===== src/hdl/backend_macros.svh =====
`ifndef BACKEND_MACROS_SVH
`define BACKEND_MACROS_SVH

// operand and result width
`define DATA_WIDTH 32

// reorder buffer entries, power of two
`define ROB_DEPTH 8

// multiply acceptance to its bus slot, in cycles
`define MUL_LATENCY 3

`endif


===== src/hdl/backend_pkg.sv =====
`include "backend_macros.svh"

package backend_pkg;

	// mov passes operand b, mul keeps the low half of the product
	typedef enum logic [1:0] {
		OP_ADD = 2'd0,
		OP_SUB = 2'd1,
		OP_MOV = 2'd2,
		OP_MUL = 2'd3
	} op_t;

	// reorder buffer index
	typedef logic [$clog2(`ROB_DEPTH)-1:0] tag_t;

	typedef logic [`DATA_WIDTH-1:0] data_t;

	// one beat on the result bus
	typedef struct packed {
		logic  valid;
		tag_t  tag;
		data_t data;
	} cdb_t;

endpackage


===== src/hdl/unit_issue_if.sv =====
interface unit_issue_if;

	// strobe, high only in the accepting cycle
	logic               valid;
	backend_pkg::op_t   op;
	backend_pkg::tag_t  tag;
	backend_pkg::data_t a;
	backend_pkg::data_t b;

	modport src (
		output valid, op, tag, a, b
	);

	modport unit (
		input valid, op, tag, a, b
	);

	// scheduler only follows the booking
	modport mon (
		input valid, tag
	);

endinterface


===== src/hdl/bus_req_if.sv =====
interface bus_req_if;

	logic               req;
	backend_pkg::tag_t  tag;
	backend_pkg::data_t data;
	// only with req, closes the request
	logic               grant;

	modport unit (
		output req, tag, data,
		input  grant
	);

	modport sched (
		input  req, tag, data,
		output grant
	);

endinterface


===== src/hdl/issue_ctrl.sv =====
module issue_ctrl (
	input  logic               issue_valid,
	input  backend_pkg::op_t   issue_op,
	input  backend_pkg::data_t issue_a,
	input  backend_pkg::data_t issue_b,
	input  backend_pkg::tag_t  alloc_tag,
	input  logic               rob_full,
	input  logic               alu_ready,
	output logic               issue_ready,
	output logic               alloc,
	unit_issue_if.src          alu_issue,
	unit_issue_if.src          mul_issue
);
	import backend_pkg::*;

	logic is_mul;
	logic accept;

	assign is_mul = issue_op == OP_MUL;

	// multiplier never stalls, so only the rob gates a mul
	assign issue_ready = !rob_full && (is_mul || alu_ready);
	assign accept      = issue_valid && issue_ready;
	assign alloc       = accept;

	// alu side
	assign alu_issue.valid = accept && !is_mul;
	assign alu_issue.op    = issue_op;
	assign alu_issue.tag   = alloc_tag;
	assign alu_issue.a     = issue_a;
	assign alu_issue.b     = issue_b;

	// mul side
	assign mul_issue.valid = accept && is_mul;
	assign mul_issue.op    = issue_op;
	assign mul_issue.tag   = alloc_tag;
	assign mul_issue.a     = issue_a;
	assign mul_issue.b     = issue_b;

endmodule


===== src/hdl/alu_unit.sv =====
module alu_unit (
	input  logic       clk,
	input  logic       rst_n,
	unit_issue_if.unit issue,
	output logic       alu_ready,
	bus_req_if.unit    bus
);
	import backend_pkg::*;

	data_t result;
	logic  hold_valid;
	tag_t  hold_tag;
	data_t hold_data;

	always_comb begin
		case (issue.op)
			OP_ADD:  result = issue.a + issue.b;
			OP_SUB:  result = issue.a - issue.b;
			default: result = issue.b;
		endcase
	end

	// register frees in the cycle it is granted
	assign alu_ready = !hold_valid || bus.grant;

	always_ff @(posedge clk) begin
		if (!rst_n) begin
			hold_valid <= 1'b0;
		end else if (issue.valid) begin
			hold_valid <= 1'b1;
		end else if (bus.grant) begin
			hold_valid <= 1'b0;
		end
	end

	always_ff @(posedge clk) begin
		if (issue.valid) begin
			hold_tag  <= issue.tag;
			hold_data <= result;
		end
	end

	// stays on the lines until granted
	assign bus.req  = hold_valid;
	assign bus.tag  = hold_tag;
	assign bus.data = hold_data;

endmodule


===== src/hdl/mul_unit.sv =====
`include "backend_macros.svh"

module mul_unit (
	input  logic               clk,
	unit_issue_if.unit         issue,
	output backend_pkg::data_t mul_result
);
	import backend_pkg::*;

	data_t a_q;
	data_t b_q;
	data_t product;

	// first stage, operands
	always_ff @(posedge clk) begin
		if (issue.valid) begin
			a_q <= issue.a;
			b_q <= issue.b;
		end
	end

	// low half only
	assign product = a_q * b_q;

	if (`MUL_LATENCY > 1) begin : g_pipe
		data_t pipe [`MUL_LATENCY-1];

		always_ff @(posedge clk) begin
			pipe[0] <= product;
			for (int i = 1; i < `MUL_LATENCY-1; i++) begin
				pipe[i] <= pipe[i-1];
			end
		end

		assign mul_result = pipe[`MUL_LATENCY-2];
	end else begin : g_comb
		assign mul_result = product;
	end

endmodule


===== src/hdl/cdb_sched.sv =====
`include "backend_macros.svh"

module cdb_sched (
	input  logic               clk,
	input  logic               rst_n,
	unit_issue_if.mon          mul_issue,
	input  backend_pkg::data_t mul_result,
	bus_req_if.sched           alu_bus,
	output backend_pkg::cdb_t  cdb
);
	import backend_pkg::*;

	localparam int SLOTS = `MUL_LATENCY;

	logic [SLOTS-1:0] slot_valid;
	tag_t             slot_tag [SLOTS];
	logic             mul_owns;

	////////////////////////////////////////////////////////////////////////////
	// reservation chain, slot 0 owns the bus this cycle
	////////////////////////////////////////////////////////////////////////////

	always_ff @(posedge clk) begin
		if (!rst_n) begin
			slot_valid <= '0;
		end else begin
			slot_valid[SLOTS-1] <= mul_issue.valid;
			for (int i = 0; i < SLOTS-1; i++) begin
				slot_valid[i] <= slot_valid[i+1];
			end
		end
	end

	always_ff @(posedge clk) begin
		slot_tag[SLOTS-1] <= mul_issue.tag;
		for (int i = 0; i < SLOTS-1; i++) begin
			slot_tag[i] <= slot_tag[i+1];
		end
	end

	////////////////////////////////////////////////////////////////////////////
	// bus mux
	////////////////////////////////////////////////////////////////////////////

	assign mul_owns = slot_valid[0];

	// alu fills any slot left free
	assign alu_bus.grant = alu_bus.req && !mul_owns;

	assign cdb.valid = mul_owns || alu_bus.req;
	assign cdb.tag   = mul_owns ? slot_tag[0] : alu_bus.tag;
	assign cdb.data  = mul_owns ? mul_result : alu_bus.data;

endmodule


===== src/hdl/rob.sv =====
`include "backend_macros.svh"

module rob (
	input  logic               clk,
	input  logic               rst_n,
	input  logic               alloc,
	input  backend_pkg::cdb_t  cdb,
	input  logic               commit_ready,
	output backend_pkg::tag_t  alloc_tag,
	output logic               rob_full,
	output logic               commit_valid,
	output backend_pkg::tag_t  commit_tag,
	output backend_pkg::data_t commit_data
);
	import backend_pkg::*;

	localparam int CNT_W = $clog2(`ROB_DEPTH) + 1;

	tag_t               head;
	tag_t               tail;
	logic [CNT_W-1:0]   count;
	logic [`ROB_DEPTH-1:0] done;
	data_t              data_q [`ROB_DEPTH];
	logic               commit;

	////////////////////////////////////////////////////////////////////////////
	// pointers and occupancy
	////////////////////////////////////////////////////////////////////////////

	assign alloc_tag = tail;
	assign rob_full  = count == CNT_W'(`ROB_DEPTH);
	assign commit    = commit_valid && commit_ready;

	// ring wraps on its own, depth is a power of two
	always_ff @(posedge clk) begin
		if (!rst_n) begin
			head  <= '0;
			tail  <= '0;
			count <= '0;
		end else begin
			if (alloc) begin
				tail <= tail + 1'b1;
			end
			if (commit) begin
				head <= head + 1'b1;
			end
			case ({alloc, commit})
				2'b10:   count <= count + 1'b1;
				2'b01:   count <= count - 1'b1;
				default: count <= count;
			endcase
		end
	end

	////////////////////////////////////////////////////////////////////////////
	// entries
	////////////////////////////////////////////////////////////////////////////

	// bus tag is always an outstanding entry, never the tail
	always_ff @(posedge clk) begin
		if (!rst_n) begin
			done <= '0;
		end else begin
			if (alloc) begin
				done[tail] <= 1'b0;
			end
			if (cdb.valid) begin
				done[cdb.tag] <= 1'b1;
			end
		end
	end

	always_ff @(posedge clk) begin
		if (cdb.valid) begin
			data_q[cdb.tag] <= cdb.data;
		end
	end

	// oldest entry only
	assign commit_valid = count != '0 && done[head];
	assign commit_tag   = head;
	assign commit_data  = data_q[head];

endmodule


===== src/hdl/int_backend.sv =====
module int_backend (
	input  logic               clk,
	input  logic               rst_n,
	input  logic               issue_valid,
	input  backend_pkg::op_t   issue_op,
	input  backend_pkg::data_t issue_a,
	input  backend_pkg::data_t issue_b,
	output logic               issue_ready,
	output logic               cdb_valid,
	output backend_pkg::tag_t  cdb_tag,
	output backend_pkg::data_t cdb_data,
	output logic               commit_valid,
	output backend_pkg::tag_t  commit_tag,
	output backend_pkg::data_t commit_data,
	input  logic               commit_ready
);
	import backend_pkg::*;

	////////////////////////////////////////////////////////////////////////////
	// issue
	////////////////////////////////////////////////////////////////////////////

	unit_issue_if alu_issue();
	unit_issue_if mul_issue();
	tag_t alloc_tag;
	logic rob_full;
	logic alloc;
	logic alu_ready;

	issue_ctrl issue_ctrl (
		.issue_valid,
		.issue_op,
		.issue_a,
		.issue_b,
		.alloc_tag,
		.rob_full,
		.alu_ready,
		.issue_ready,
		.alloc,
		.alu_issue(alu_issue.src),
		.mul_issue(mul_issue.src)
	);

	////////////////////////////////////////////////////////////////////////////
	// units and result bus
	////////////////////////////////////////////////////////////////////////////

	bus_req_if alu_bus();
	data_t mul_result;
	cdb_t  cdb;

	alu_unit alu_unit (
		.clk,
		.rst_n,
		.issue(alu_issue.unit),
		.alu_ready,
		.bus(alu_bus.unit)
	);

	mul_unit mul_unit (
		.clk,
		.issue(mul_issue.unit),
		.mul_result
	);

	cdb_sched cdb_sched (
		.clk,
		.rst_n,
		.mul_issue(mul_issue.mon),
		.mul_result,
		.alu_bus(alu_bus.sched),
		.cdb
	);

	assign cdb_valid = cdb.valid;
	assign cdb_tag   = cdb.tag;
	assign cdb_data  = cdb.data;

	////////////////////////////////////////////////////////////////////////////
	// commit
	////////////////////////////////////////////////////////////////////////////

	rob rob (
		.clk,
		.rst_n,
		.alloc,
		.cdb,
		.commit_ready,
		.alloc_tag,
		.rob_full,
		.commit_valid,
		.commit_tag,
		.commit_data
	);

endmodule


===== config.mk =====
export PLATFORM = sky130hd
export DESIGN_NAME = int_backend
export DESIGN_NICKNAME = d
export VERILOG_FILES = /design/src/hdl/backend_pkg.sv /design/src/hdl/unit_issue_if.sv /design/src/hdl/bus_req_if.sv /design/src/hdl/issue_ctrl.sv /design/src/hdl/alu_unit.sv /design/src/hdl/mul_unit.sv /design/src/hdl/cdb_sched.sv /design/src/hdl/rob.sv /design/src/hdl/int_backend.sv
export VERILOG_INCLUDE_DIRS = /design/src /design/src/hdl
export SDC_FILE = /design/constraint.sdc
export NUM_CORES = 2
export LEC_CHECK = 0
export BUFFER_PORTS_ARGS = -buffer_cell sky130_fd_sc_hd__buf_2
export CAP_MARGIN = 20
export CORE_AREA = 2 2 278 280
export DETAILED_ROUTE_END_ITERATION = 8
export DIE_AREA = 0 0 280 282
export PLACE_DENSITY_LB_ADDON = 0.08
export SETUP_SLACK_MARGIN = 0.15
export SYNTH_ARGS = -nofsm -noshare
export SYNTH_HDL_FRONTEND = slang
export SYNTH_SLANG_ARGS = --single-unit

===== constraint.sdc =====
create_clock -name clk -period 6.9 [get_ports clk]
set_clock_uncertainty 0.2 [all_clocks]
set_input_delay 0.69 -clock clk [delete_from_list [all_inputs] [get_ports clk]]
set_output_delay 0.69 -clock clk [all_outputs]
set_load 0.02 [all_outputs]

==> flow_metrics.py <==
metrics = {
    "global_routing": {
        "met1_usage": 0.329,
        "grt_overflow": 0,
        "grt_max_degree": 76,
        "use_met2": 0.393,
        "met3_usage": 0.0258,
        "grt_busiest_layer": "met2",
        "grt_pass1_vias": 23500,
        "antenna_found_initial": 6,
        "grt_pass1_wl_um": 140000,
        "grt_use_total": 0.237,
    },
    "logic_synthesis": {
        "synth_compound_area_frac": 0.0460,
        "muxShareOfSynthArea": 0.0681,
        "yosysUniqueCellTypes": 70,
        "yosys.area_share.simple": 0.114,
        "ys.flop_type": "edfxtp_1",
        "synth_fa_ha_area_frac": 0.302,
        "async_flop_share": 0,
        "synth-seq-area-share": 0.373,
        "ys_seq_elements": 453,
        "synthXorXnorAreaFrac": 0.0365,
        "synth_edf_count": 355,
        "syn_nets": 3475,
        "syn_area_per_cell_um2": 11.9,
        "postSynthCellCount": 2835,
        "synth_top_family_by_area": "adder cells",
        "ys_warn_count": 0,
        "netlist_area_um2": 33800,
    },
    "hold_path": {
        "worstHoldPathType": "input pin to register",
    },
    "sta": {
        "whs_ns": 0.0959,
        "min_period_ns": 6.84,
        "fin_crit_sh": 0.991,
        "worst_slew_pin_slew_ns": 1.02,
        "fmax_mhz": 146,
        "relSlewSlack": 0.319,
        "hold_viol_final": 0,
        "finalMaxSlewViolations": 0,
        "setup_viol": 0,
        "grt_setup_unrepaired": "yes",
    },
    "critical_path": {
        "path_class": "register to register",
        "cp.arrival_ns": 7.09,
        "path_max_fanout": 7,
        "required_ns": 7.15,
        "cp-start-kind": "register",
        "end_kind": "register",
    },
    "clock_network": {
        "cts.clk_slew.worst_paths_ns": 0.06,
        "ctsLongestPathBuffers": 3,
        "cts-root-buf": "clkbuf_16",
        "cts_tree": "yes",
        "clock-sinks": 453,
        "cts.hold.buffers_added": 0,
        "cts_made_buffers": 48,
        "insertion_delay_ns": 0.61,
        "h-tree-depth": 2,
    },
    "routing": {
        "drt-total-wl_um": 92000,
        "vias": 21600,
        "wl_per_cell_um": 22.6,
        "first_iter_violations": 1454,
        "first_pass_iters": 6,
        "drc": 0,
        "ant_nets": 0,
        "vias_per_cell": 5.31,
    },
    "floorplan": {
        "die_w_um": 280,
        "row_count": 101,
        "die_area_um2": 79000,
        "io_pins": 143,
        "start_util": 0.447,
        "design.core.area_um2": 75700,
        "fp.dieH_um": 282,
    },
    "final_layout": {
        "syn_to_final_growth_pct": 15.2,
        "num-fill-cells": 6623,
        "fin_cells": 4064,
        "mostFrequentLayoutCells": "408 x inv_1, 395 x fa_1, 355 x edfxtp_1",
        "drive_gt1_frac": 0.195,
        "mostFrequentLayoutCell": "inv_1",
        "fin_nets": 3686,
    },
    "place": {
        "portBuffers": 142,
        "hpwl_um": 69100,
        "place_congestion": 0.857,
        "placedCellCount": 3948,
    },
    "outcome": {
        "status": "finished clean",
    },
    "flow_run": {
        "drv_cap": 0,
    },
}
==> cell usage after synthesis (5+ instances only) <==
cell type	count	area, um2
nor3_1	12	60.1
a21oi_1	59	295
xnor2_1	98	858
o31ai_1	13	97.6
mux4_2	66	1490
nand3_1	8	40.0
mux2_2	67	754
a211oi_1	7	52.6
nor2b_1	14	87.6
a31oi_1	6	37.5
fa_1	410	8210
nor3b_1	7	52.6
o21ai_0	49	245
inv_1	417	1570
o21a_1	24	180
edfxtp_1	355	10700
mux2i_1	6	60.1
and3_1	8	50.1
ha_1	160	2000
nand2_1	321	1200
dfxtp_1	98	1960
or3_1	7	43.8
clkbuf_1	111	417
xor2_1	41	359
or2_2	6	37.5
a21o_1	24	180
and2_1	286	1790
o21bai_1	10	75.1
o211ai_1	7	52.6
buf_1	12	45.0
nor2_1	50	188
nand2b_1	11	68.8
o31a_1	5	43.8
==> per-stage QoR <==
step | utilization | setup slack (ns) | cell area, um2 | TNS (ns)
after global placement | 0.483 | 0.0298 | 36600 | 0
final | 0.514 | 0.0595 | 38900 | 0
after global routing | 0.514 | -0.169 | 38900 | -1.10
after detailed placement | 0.483 | -0.0126 | 36600 | -0.0126
after CTS | 0.506 | 0.0102 | 38300 | 0
after floorplan | - | 0.165 | 33800 | 0
==> worst paths after layout <==
| path | endpoint | slack, ns | from | depth (start not counted) |
|---|---|---|---|---|
| setup / recovery | mul_unit.g_pipe.pipe[0][31] | 0.06 | mul_unit.a_q[7] | 25 |
| hold / removal | mul_unit.a_q[0] | 0.1 | issue_a[0] | 1 |
| setup reg to reg | mul_unit.g_pipe.pipe[0][31] | 0.06 | mul_unit.a_q[7] | 25 |
| hold reg to reg | mul_unit.g_pipe.pipe[0][39] | 0.12 | mul_unit.g_pipe.pipe[0][7] | 0 |
==> layout make-up <==
cell class | instances | area [um2] | share of cell area
antenna | 3 | 7.51 | 0.000193
clock buffer | 67 | 1360 | 0.0348
clock inverter | 20 | 260 | 0.00668
inverter | 418 | 1570 | 0.0403
multi-input combinational | 1841 | 19600 | 0.504
sequential | 453 | 12600 | 0.324
tap | 978 | 1220 | 0.0314
timing repair buffer | 284 | 2280 | 0.0586
==> state kept, by name (all words and copies together), names as in the netlist, named ones only <==
name,flops
cdb_sched.slot_valid,3
alu_unit.bus.tag,3
rob.count,4
rob.done,8
alu_unit.bus.data,32
rob.data_q,256
rob.commit_tag,3
mul_unit.b_q,32
mul_unit.a_q,32
alu_unit.bus.req,1
mul_unit.g_pipe.pipe,64
rob.alloc_tag,3
cdb_sched.slot_tag,9
==> repair_timing <==
action | CTS | global route
setup endpoints to repair | 11 | 15
gates resized for setup | 15 | 83
buffers inserted | 1 | 19
pin swaps | 9 | 40
endpoints found under the hold margin | 0 | 0
gates cloned | 1 | 5
==> kinds of logic (layout without fill, tap and decap cells) <==
| logic type | count (synthesis) | in the layout |
|---|---|---|
| AOI/OAI and AO/OA | 238 | 238 |
| adders and majority gates | 570 | 570 |
| xor gates and xnor gates | 140 | 140 |
| and+or+nand+nor | 754 | 754 |
| buffers and inverters | 541 | 789 |
| muxes | 139 | 139 |
| other | 0 | 3 |
| DFF | 453 | 453 |
==> critical path, cell delays in order, from the launching register on <==
cell and delay [ns]:
edfxtp_1 0.52, buf_12 0.16, buf_4 0.17, nand2_1 0.09
fa_1 0.54, inv_1 0.05, fa_1 0.38, fa_1 0.50
inv_1 0.05, fa_1 0.47, inv_1 0.05, fa_1 0.50
fa_1 0.44, fa_1 0.56, fa_1 0.43, ha_1 0.30
buf_4 0.15, inv_1 0.10, o21ai_0 0.11, a31oi_1 0.16
o21a_1 0.21, o21ai_1 0.10, buf_4 0.16, nand2b_4 0.08
a31oi_2 0.09, xnor2_1 0.13
==> layer usage <==
metal / part of all wire / vias to the layer above
li1: - / 9685
met1: 0.45 / 11200
met2: 0.48 / 532
met3: 0.044 / 147
met4: 0.032 / 4
met5: 0.00029 / -
Power is not shown: default switching activity piles up to over one toggle a cycle in this logic, so the estimate is an artifact.
